$ cat src/verilog/rvCore_cfg.svh
`ifndef RV_CORE_CFG_SVH
`define RV_CORE_CFG_SVH

// first fetch address, must be word aligned
`define RV_RESET_PC 32'h0000_0000

// architectural integer registers
`define RV_REG_COUNT 32

`endif

$ cat src/verilog/rvTypes.sv
`default_nettype none

package rvTypes;

    // major opcode, bits 6:2 of the instruction word
    typedef enum logic [4:0] {
        LOAD   = 5'b00000,
        STORE  = 5'b01000,
        OP_IMM = 5'b00100,
        OP     = 5'b01100,
        LUI    = 5'b01101,
        AUIPC  = 5'b00101,
        BRANCH = 5'b11000,
        JAL    = 5'b11011,
        JALR   = 5'b11001,
        SYSTEM = 5'b11100
    } OpCode;

    typedef logic [4:0] RegAddr;

    typedef enum logic [3:0] {
        ALU_ADD,
        ALU_SUB,
        ALU_SLL,
        ALU_SLT,
        ALU_SLTU,
        ALU_XOR,
        ALU_SRL,
        ALU_SRA,
        ALU_OR,
        ALU_AND
    } AluCmd;

    // same values as funct3 of a branch
    typedef enum logic [2:0] {
        BEQ  = 3'b000,
        BNE  = 3'b001,
        BLT  = 3'b100,
        BGE  = 3'b101,
        BLTU = 3'b110,
        BGEU = 3'b111
    } BranchCond;

    // R-type field layout, immediates are cut from these fields
    typedef struct packed {
        logic [6:0] funct7;
        RegAddr     rs2;
        RegAddr     rs1;
        logic [2:0] funct3;
        RegAddr     rd;
        OpCode      opCode;
        logic [1:0] always11;  // 2'b11 for 32-bit encodings
    } Instruction;

    typedef struct packed {
        OpCode       opCode;
        RegAddr      rs1;
        RegAddr      rs2;
        RegAddr      rd;
        AluCmd       aluCmd;
        logic        useImm;      // imm replaces rs2 as operand b
        logic [31:0] imm;         // sign extended
        BranchCond   branchCond;
        logic        wbEn;
        logic        illegal;
    } DecodedInstr;

    typedef struct packed {
        logic [31:0] pc;
        Instruction  instr;
        logic        wbEn;
        RegAddr      wbAddr;
        logic [31:0] wbData;
        logic [31:0] nextPc;
        logic        illegal;
    } RetireInfo;

endpackage

`default_nettype wire
$ cat src/verilog/instrDecoder.sv
`default_nettype none
`timescale 1ns/1ns

module instrDecoder (
    input  wire rvTypes::Instruction instr,
    output rvTypes::DecodedInstr     dec
);

    logic sign;

    assign sign = instr.funct7[6];  // instruction bit 31

    always_comb begin
        dec            = '0;
        dec.opCode     = instr.opCode;
        dec.rs1        = instr.rs1;
        dec.rs2        = instr.rs2;
        dec.rd         = instr.rd;
        dec.useImm     = (instr.opCode == rvTypes::OP_IMM);
        dec.branchCond = rvTypes::BranchCond'(instr.funct3);

        // immediate by format
        case (instr.opCode)
            rvTypes::STORE:
                dec.imm = {{20{sign}}, instr.funct7, instr.rd};
            rvTypes::BRANCH:
                dec.imm = {{19{sign}}, sign, instr.rd[0], instr.funct7[5:0],
                           instr.rd[4:1], 1'b0};
            rvTypes::LUI, rvTypes::AUIPC:
                dec.imm = {instr.funct7, instr.rs2, instr.rs1, instr.funct3, 12'h000};
            rvTypes::JAL:
                dec.imm = {{11{sign}}, sign, instr.rs1, instr.funct3, instr.rs2[0],
                           instr.funct7[5:0], instr.rs2[4:1], 1'b0};
            default:
                dec.imm = {{20{sign}}, instr.funct7, instr.rs2};  // I-type
        endcase

        if (instr.opCode == rvTypes::OP || instr.opCode == rvTypes::OP_IMM) begin
            case (instr.funct3)
                3'b000: begin
                    // no SUBI, so funct7 only counts for OP
                    if (instr.opCode == rvTypes::OP && instr.funct7[5]) begin
                        dec.aluCmd = rvTypes::ALU_SUB;
                    end else begin
                        dec.aluCmd = rvTypes::ALU_ADD;
                    end
                end
                3'b001:  dec.aluCmd = rvTypes::ALU_SLL;
                3'b010:  dec.aluCmd = rvTypes::ALU_SLT;
                3'b011:  dec.aluCmd = rvTypes::ALU_SLTU;
                3'b100:  dec.aluCmd = rvTypes::ALU_XOR;
                3'b101:  dec.aluCmd = instr.funct7[5] ? rvTypes::ALU_SRA : rvTypes::ALU_SRL;
                3'b110:  dec.aluCmd = rvTypes::ALU_OR;
                default: dec.aluCmd = rvTypes::ALU_AND;
            endcase
        end else begin
            dec.aluCmd = rvTypes::ALU_ADD;  // unused outside OP / OP_IMM
        end

        case (instr.opCode)
            rvTypes::OP_IMM, rvTypes::OP, rvTypes::LUI, rvTypes::AUIPC,
            rvTypes::BRANCH, rvTypes::JAL, rvTypes::JALR:
                dec.illegal = 1'b0;
            default:
                dec.illegal = 1'b1;  // load, store, system and unknown
        endcase

        dec.wbEn = !dec.illegal && (instr.opCode != rvTypes::BRANCH) && (instr.rd != '0);
    end

endmodule

`default_nettype wire

$ cat src/verilog/intAlu.sv
`default_nettype none
`timescale 1ns/1ns

module intAlu (
    input  wire rvTypes::AluCmd cmd,
    input  wire logic [31:0]    a,
    input  wire logic [31:0]    b,
    output logic [31:0]         result
);

    logic [4:0] shamt;

    assign shamt = b[4:0];

    always_comb begin
        case (cmd)
            rvTypes::ALU_ADD:
                result = a + b;
            rvTypes::ALU_SUB:
                result = a - b;
            rvTypes::ALU_SLL:
                result = a << shamt;
            rvTypes::ALU_SLT:
                result = {31'b0, $signed(a) < $signed(b)};
            rvTypes::ALU_SLTU:
                result = {31'b0, a < b};
            rvTypes::ALU_XOR:
                result = a ^ b;
            rvTypes::ALU_SRL:
                result = a >> shamt;
            rvTypes::ALU_SRA:
                result = $unsigned($signed(a) >>> shamt);  // sign bit fills in
            rvTypes::ALU_OR:
                result = a | b;
            rvTypes::ALU_AND:
                result = a & b;
            default:
                result = '0;
        endcase
    end

endmodule

`default_nettype wire

$ cat src/verilog/pcUnit.sv
`default_nettype none
`timescale 1ns/1ns
`include "rvCore_cfg.svh"

module pcUnit (
    input  wire                       clk,
    input  wire                       rstN,
    input  wire                       advance,
    input  wire rvTypes::DecodedInstr dec,
    input  wire logic [31:0]          rs1Data,
    input  wire logic [31:0]          rs2Data,
    output logic [31:0]               pc,
    output logic [31:0]               nextPc,
    output logic [31:0]               linkPc
);

    logic        taken;
    logic [31:0] target;

    always_comb begin
        case (dec.branchCond)
            rvTypes::BEQ:  taken = (rs1Data == rs2Data);
            rvTypes::BNE:  taken = (rs1Data != rs2Data);
            rvTypes::BLT:  taken = ($signed(rs1Data) < $signed(rs2Data));
            rvTypes::BGE:  taken = ($signed(rs1Data) >= $signed(rs2Data));
            rvTypes::BLTU: taken = (rs1Data < rs2Data);
            rvTypes::BGEU: taken = (rs1Data >= rs2Data);
            default:       taken = 1'b0;  // funct3 010/011 never branch
        endcase
    end

    always_comb begin
        case (dec.opCode)
            rvTypes::BRANCH: target = taken ? pc + dec.imm : linkPc;
            rvTypes::JAL:    target = pc + dec.imm;
            rvTypes::JALR:   target = rs1Data + dec.imm;
            default:         target = linkPc;
        endcase
    end

    assign linkPc = pc + 32'd4;
    assign nextPc = {target[31:2], 2'b00};  // no misaligned targets

    always_ff @(posedge clk or negedge rstN) begin
        if (!rstN) begin
            pc <= `RV_RESET_PC;
        end else if (advance) begin
            pc <= nextPc;
        end
    end

    assert property (@(posedge clk) disable iff (!rstN) pc[1:0] == 2'b00);

endmodule

`default_nettype wire

$ cat src/verilog/regFile.sv
`default_nettype none
`timescale 1ns/1ns
`include "rvCore_cfg.svh"

module regFile (
    input  wire                  clk,
    input  wire                  rstN,
    input  wire rvTypes::RegAddr rdAddrA,
    input  wire rvTypes::RegAddr rdAddrB,
    output logic [31:0]          rdDataA,
    output logic [31:0]          rdDataB,
    input  wire                  wrEn,
    input  wire rvTypes::RegAddr wrAddr,
    input  wire logic [31:0]     wrData
);

    logic [31:0] regs [`RV_REG_COUNT];

    always_ff @(posedge clk or negedge rstN) begin
        if (!rstN) begin
            for (int i = 0; i < `RV_REG_COUNT; i++) begin
                regs[i] <= '0;
            end
        end else if (wrEn && wrAddr != '0) begin  // x0 never written
            regs[wrAddr] <= wrData;
        end
    end

    assign rdDataA = regs[rdAddrA];
    assign rdDataB = regs[rdAddrB];

    // x0 stays zero across all writes since reset
    assert property (@(posedge clk) disable iff (!rstN) (rdAddrA == '0) |-> (rdDataA == '0));
    assert property (@(posedge clk) disable iff (!rstN) (rdAddrB == '0) |-> (rdDataB == '0));

endmodule

`default_nettype wire

$ cat src/verilog/rvCore.sv
`default_nettype none
`timescale 1ns/1ns

module rvCore (
    input  wire                      clk,
    input  wire                      rstN,
    input  wire                      instrValid,
    input  wire rvTypes::Instruction instr,
    output logic [31:0]              pc,
    output logic                     retireValid,
    output rvTypes::RetireInfo       retire
);

    rvTypes::DecodedInstr dec;
    rvTypes::RetireInfo   record;
    logic [31:0]          rs1Data;
    logic [31:0]          rs2Data;
    logic [31:0]          aluB;
    logic [31:0]          aluResult;
    logic [31:0]          nextPc;
    logic [31:0]          linkPc;
    logic [31:0]          wbData;
    logic                 wbWrite;

    instrDecoder u_decoder (.instr(instr), .dec(dec));

    regFile u_regFile (
        .clk(clk), .rstN(rstN),
        .rdAddrA(dec.rs1), .rdAddrB(dec.rs2),
        .rdDataA(rs1Data), .rdDataB(rs2Data),
        .wrEn(wbWrite), .wrAddr(dec.rd), .wrData(wbData)
    );

    assign aluB = dec.useImm ? dec.imm : rs2Data;

    intAlu u_alu (.cmd(dec.aluCmd), .a(rs1Data), .b(aluB), .result(aluResult));

    pcUnit u_pcUnit (
        .clk(clk), .rstN(rstN), .advance(instrValid), .dec(dec),
        .rs1Data(rs1Data), .rs2Data(rs2Data),
        .pc(pc), .nextPc(nextPc), .linkPc(linkPc)
    );

    always_comb begin
        case (dec.opCode)
            rvTypes::OP, rvTypes::OP_IMM: wbData = aluResult;
            rvTypes::LUI:                 wbData = dec.imm;
            rvTypes::AUIPC:               wbData = pc + dec.imm;
            rvTypes::JAL, rvTypes::JALR:  wbData = linkPc;  // return address
            default:                      wbData = '0;
        endcase
    end

    assign wbWrite = instrValid && dec.wbEn;

    always_comb begin
        record.pc      = pc;
        record.instr   = instr;
        record.wbEn    = dec.wbEn;
        record.wbAddr  = dec.rd;
        record.wbData  = wbData;
        record.nextPc  = nextPc;
        record.illegal = dec.illegal;
    end

    always_ff @(posedge clk or negedge rstN) begin
        if (!rstN) begin
            retireValid <= 1'b0;
            retire      <= '0;
        end else begin
            retireValid <= instrValid;  // one record per accepted instruction
            if (instrValid) begin
                retire <= record;
            end
        end
    end

    // an illegal instruction falls through to the next word
    assert property (@(posedge clk) disable iff (!rstN)
        (retireValid && retire.illegal) |-> (retire.nextPc == retire.pc + 32'd4));
    // the PC register and the retired record agree on the target
    assert property (@(posedge clk) disable iff (!rstN) retireValid |-> (pc == retire.nextPc));

endmodule

`default_nettype wire

$ cat config.mk
export PLATFORM = sky130hd
export DESIGN_NAME = rvCore
export DESIGN_NICKNAME = d
export VERILOG_FILES = /design/src/verilog/rvTypes.sv /design/src/verilog/instrDecoder.sv /design/src/verilog/intAlu.sv /design/src/verilog/pcUnit.sv /design/src/verilog/regFile.sv /design/src/verilog/rvCore.sv
export VERILOG_INCLUDE_DIRS = /design/src /design/src/verilog
export SDC_FILE = /design/constraint.sdc
export NUM_CORES = 2
export LEC_CHECK = 0
export BUFFER_PORTS_ARGS = -buffer_cell sky130_fd_sc_hd__buf_2
export CORE_ASPECT_RATIO = 0.8
export CORE_MARGIN = 10
export CORE_UTILIZATION = 50
export CTS_CLUSTER_SIZE = 16
export DETAILED_ROUTE_END_ITERATION = 10
export HOLD_SLACK_MARGIN = 0.03
export PLACE_DENSITY = 0.75
export SKIP_LAST_GASP = 1
export SLEW_MARGIN = 20
export SYNTH_ARGS = -nofsm -noshare
export SYNTH_HDL_FRONTEND = slang
export SYNTH_HIERARCHICAL = 1
export SYNTH_SLANG_ARGS = --single-unit
$ cat constraint.sdc
create_clock -name clk -period 14.6 [get_ports clk]
set_input_delay 2.19 -clock clk [delete_from_list [all_inputs] [get_ports clk]]
set_output_delay 2.19 -clock clk [all_outputs]
set_load 0.1 [all_outputs]
# == Yosys cells after proc, flatten, opt, wreduce, memory -nomap -nowiden ==
# Index checks and enable logic that the tools add are counted.
# word_totals
wordCells,131
ff_bits,1151
out_inout_bits,168
# op_classes
n_reduce_logical,14
order_cmp,10
mux,21
n_shift,3
n_eq_ne,27
bitwise_logic,6
n_addsub,5
# ops
cell,n
1024-bit bitwise mux,1
32-bit binary-select mux with 5-bit select,2
32-bit case mux with 10 select lines,1
32-bit two-way mux,7
32-bit demux with 5-bit select,1
32-bit < comparator,4
32-bit case mux with 4 select lines,1
31-bit case mux with 4 select lines,1
32-bit adder,3
32-bit case mux with 3 select lines,1
32-bit >= comparator,2
"32-bit by 3-bit adder with 32-bit output, second input constant",1
32-bit bitwise AND,1
32-bit == test,1
32-bit != test,1
32-bit OR,1
32-bit by 5-bit left shift with 32-bit output,1
32-bit by 5-bit >> shifter with 32-bit output,1
32-bit by 5-bit >>> shifter with 32-bit output,1
32-bit subtractor,1
32-bit bitwise XOR,1
4-bit case mux with 7 select lines,1
"6-bit >= comparator, second input constant",3
5-bit NOT with 6-bit output,3
22 further kinds,45

# == Depth between registers and ports, before layout ==
# depth
word_depth,9
depth_mapped,29
ltp_nobuf,21

# == Cells and area by module ==
# Netlist, hierarchy kept.
# modules_own_cells
module,n_inst,cells_per_inst,seq_area_each_um2,area_per_inst_um2
regFile,1,4601,25624.6,55942.4
intAlu,1,1181,0.0,8359.3
rvCore,1,682,3403.3,7752.4
pcUnit,1,815,750.7,6234.7
instrDecoder,1,116,0.0,688.2

# == Worst setup path before layout ==
# OpenSTA, ideal clock, no wires.
# synth_path
path_kind,in2reg
from,in instr[21] (netlist name)
to,reg u_regFile/regs[574] (netlist name)
setup_slack_ns,6.489
arrival_ns,7.984
path_stages,29
path_buffers,10
cell_sequence,buf_4 buf_2 buf_4 buf_2 buf_2 mux2i_1 nand2_1 a31oi_1 nand3_1 mux2_2 inv_1 buf_2 buf_1 buf_1 ha_1 buf_2 o21bai_1 nand3b_1 a311oi_1 o21ai_1 a311oi_2 a2111oi_0 or2_1 mux2_4 o221ai_2 a222oi_1 o21ai_0 clkbuf_1 mux2_1
# synth_via
elab_chain_cells,9
# synth_rtl
element,line,text
"start, declared",rvCore.sv:8,"input wire rvTypes::Instruction instr,"
5-bit NOT with 6-bit output (implied by the code) *,regFile.sv:30,assign rdDataB = regs[rdAddrB];
32-bit binary-select mux with 5-bit select *,regFile.sv:30,
32-bit two-way mux (implied by the code) * (2 in series),regFile.sv:30,
via rs2Data[2],rvCore.sv:17,logic [31:0] rs2Data;
32-bit two-way mux *,rvCore.sv:34,assign aluB = dec.useImm ? dec.imm : rs2Data;
via aluB[2],rvCore.sv:18,logic [31:0] aluB;
"32-bit subtractor, or another cell as far along",intAlu.sv:20,result = a - b;
32-bit case mux with 10 select lines *,intAlu.sv:16,case (cmd)
via aluResult[30],rvCore.sv:19,logic [31:0] aluResult;
32-bit case mux with 4 select lines *,rvCore.sv:45,case (dec.opCode)
via wbData[30],rvCore.sv:22,logic [31:0] wbData;
1024-bit bitwise mux *,regFile.sv:25,regs[wrAddr] <= wrData;
"end signal, assigned by index",regFile.sv:25,
"end, declared",regFile.sv:17,logic [31:0] regs [`RV_REG_COUNT];
# The timed path passes the listed nets; every way through them passes the cells marked *. The select of a mux whose other input is x is not followed.
# A chain may end at the register's enable or synchronous reset.

# == Worst setup path after layout ==
# layout_path
from,in instr[21] (netlist name)
to,reg u_regFile/regs[153] (netlist name)
# Same word-level chain as after synthesis.

==> flow_summary_export.csv <==
group,metric,value,unit
clock_tree,cts_buffer_depth,3,
cells_and_area,regArea,29780,µm²
logic_synthesis,synth_area_leaders,"dfrtp_1 (38%), mux2_2 (16%), mux2i_1 (13%)",
worst_setup_path,critPathMaxStageDelay,0.91,ns
grt,grt_max_degree,173,
timing,period_share,70.51,%
timing,rsz0062_at_grt,"false",
detailed_routing,via_count,65074,
outcome,status,"completed",
timing,fmax,97.14,MHz
timing,relSlewSlack,14.06,%
grt,grt_first_pass_wirelength,429100,µm
logic_synthesis,postSynthCellCount,7395,
floorplan,initial_utilization,50.32,%
detailed_routing,dr.pass1.iters,10,
place,place_area,81060,µm²
worst_setup_path,timing.critical_path.slowest_stage_cell,"buf_4",
cells_and_area,finalNetCount,7496,
timing,finalSetupTns,0,ns
worst_setup_path,arrival,10.99,ns
logic_synthesis,synth_top_area_share,37.71,%
cells_and_area,area_growth,7.679,%
detailed_routing,wl_met3,38080,µm
clock_tree,cts_sinks,1190,
worst_setup_path,crit_required,15.29,ns
logic_synthesis,synthFlopType,"dfrtp_1",
clock_tree,cts_hold_buf,0,
detailed_routing,met1_length,119000,µm
place,numPortBuffers,200,
detailed_routing,vias_per_cell,6.882,
pwr,p_leak,40.90,nW
worst_hold_path,holdCritPathClass,"flop to flop",
worst_setup_path,cp_max_fo,68,
detailed_routing,wl_met2,125000,µm
floorplan,coreArea,157000,µm²
logic_synthesis,yosysMostFrequentCell,"dfrtp_1",
detailed_routing,drc,0,
detailed_routing,first_iter_violations,8938,
worst_setup_path,worstSetupPathType,"input pin to flop",
logic_synthesis,ys_seq_area_share,37.71,%
detailed_routing,antenna_left,0,
cells_and_area,drive_gt1_share,25.59,%
worst_setup_path,start_kind,"input pin",
logic_synthesis,ys_types,113,
worst_setup_path,cp_cell_sequence,"buf_8, buf_4, buf_4, mux2i_1, a22oi_1, nand3_1, nand3_1, mux2_2, buf_4, clkinv_1, ha_1, a21o_1, a41oi_1, a31oi_1, a221oi_1, o211a_1, o41ai_1, mux2i_1, xnor2_1, o211ai_1, a222oi_1, nand2_1, mux2_2",
cells_and_area,final_area,85040,µm²
floorplan,io_pins,203,
timing,min_period,10.29,ns
timing,finalClockSkew,0.05067,ns
grt,antenna_found_initial,15,
grt,track_usage,32.39,%
logic_synthesis,synthesis.area,78980,µm²
clock_tree,ctsHtreeMaxLevel,3,
pwr,p_per_area,122.8,nW/µm²
logic_synthesis,synthArstFlopShare,100.0,%
detailed_routing,routedWlPerCell,31.55,µm
clock_tree,clk_latency,0.81,ns
run,cap_violations,0,
timing,worst_pin_slew,1.286,ns
grt,first_global_vias,63157,
logic_synthesis,synth_largest_area_cell,"dfrtp_1",
floorplan,die_x,464.3,µm
worst_setup_path,worstSetupEndpointType,"flop",
logic_synthesis,synth-seq-cells,1190,
worst_setup_path,path_common_cell,"buf_4",
timing,setup_violations,0,
pwr,ir_worst_vdd,0.1470,mV
logic_synthesis,synth_warnings,6,
cells_and_area,multi_input_area,45490,µm²
floorplan,dieArea,174400,µm²
floorplan,rows,130,
place,place_congestion,1.045,
detailed_routing,drt-total-wl,298300,µm
timing,slew_violations,0,
cells_and_area,fillers,13354,
clock_tree,postCtsSetupRepairBufs,0,
detailed_routing,highest_layer,"met5",
clock_tree,cts_buffers,114,
place,dp.final_hpwl,186500,µm
logic_synthesis,synth_common_cells,"dfrtp_1 (1190), mux2_2 (1115), mux2i_1 (1057), nand2_1 (429), a21oi_1 (390)",
clock_tree,clockRootBuffer,"clkbuf_16",
floorplan,die_y,375.5,µm
pwr,finalPower,10.44,mW
grt,grt_overflow,0,
clock_tree,cts_tree,"built",
clock_tree,clk_pin_slew_worst_paths,0.07,ns
logic_synthesis,avgSynthCellArea,10.68,µm²
logic_synthesis,synth_edf_count,0,
clock_tree,cts_resized,0,
timing,hold_viol_final,0,
-- report_power, final --
part           total, mW  switching (mW)  internal (mW)
clock network       3.12            1.38           1.73
registers           3.68           0.201           3.48
logic               3.65            2.60           1.05
total               10.4            4.18           6.26
-- cell families after synthesis --
kind of cell	count (synthesis)	share of synthesized area (%)
simple gates	1307	7.951
flops	1190	37.71
xor+xnor	128	1.419
buf+inv	826	5.149
mux	2271	31.55
other cells	1	0.004748
fa+ha+maj	226	3.618
compound gates	1446	12.60
-- registers in the layout, indices dropped and copies added, names as in the netlist --
| signal | count |
|---|---|
| u_pcUnit/pc | 30 |
| u_regFile/regs | 1024 |
| retireValid | 1 |
| retire | 135 |
-- critical path: cells and delay by family --
kind,cells,cell delay [ns]
AOI/OAI and AO/OA,9,2.97
xor gates and xnor gates,1,0.16
adders and majority gates,1,0.36
buffers and inverters,5,2.82
muxes,4,1.16
and+or+nand+nor,3,0.98
-- routing by layer --
layer | track usage (%) | vias up
met5 | 0 | -
li1 | - | 27044
met3 | 11.50 | 943
met2 | 46.78 | 4148
met4 | 15.93 | 8
met1 | 42.92 | 32931
-- worst paths after layout --
path                                            startpoint                               to  slack (ns)  depth (start not counted)
setup reg to reg           u_regFile/regs[996]$_DFFE_PN0P_  u_regFile/regs[864]$_DFFE_PN0P_        6.47                         21
hold / removal             u_regFile/regs[994]$_DFFE_PN0P_  u_regFile/regs[994]$_DFFE_PN0P_        0.40                          0
setup / recovery                                 instr[21]  u_regFile/regs[153]$_DFFE_PN0P_        4.31                         23
max in group asynchronous                             rstN  u_regFile/regs[226]$_DFFE_PN0P_       10.34                          4
hold reg to reg            u_regFile/regs[994]$_DFFE_PN0P_  u_regFile/regs[994]$_DFFE_PN0P_        0.40                          0
min in group asynchronous                             rstN          retire[125]$_DFFE_PN0P_        1.42                          1
-- metrics by stage --
step	hold slack (ns)	setup WS [ns]	util, %	cells
2_1_floorplan	0.4488	6.489	-	7400
3_3_place_gp	0.3835	3.794	51.64	9231
3_5_place_dp	0.3881	3.715	51.65	9231
4_1_cts	0.4018	4.544	54.13	9443
5_1_grt	0.4119	3.858	54.16	9445
6_report	0.4023	4.305	54.18	9455
-- layout by cell type (no fill, tap or decap), types with 114 or more instances in the layout --
master / n
mux2i_1: 1057
buf_2: 196
nand2_1: 409
ha_1: 222
a21oi_1: 390
clkbuf_16: 114
o21ai_0: 155
nor2_1: 239
inv_1: 164
dfrtp_1: 1190
nor3_1: 128
buf_4: 159
a22o_1: 140
mux2_2: 1114
nand3_1: 257
a22oi_1: 216
-- layout make-up --
cell class / count / share of cell area, %
diodes: 12 / 0.03531
clock buffers: 171 / 3.936
clock inverters: 41 / 0.6415
inverters: 168 / 0.7415
multi-input cells: 5384 / 53.50
flip-flops and latches: 1190 / 35.02
well taps: 2112 / 3.107
repair buffers: 377 / 3.025
No activity file was read; power rests on OpenSTA's default activity.
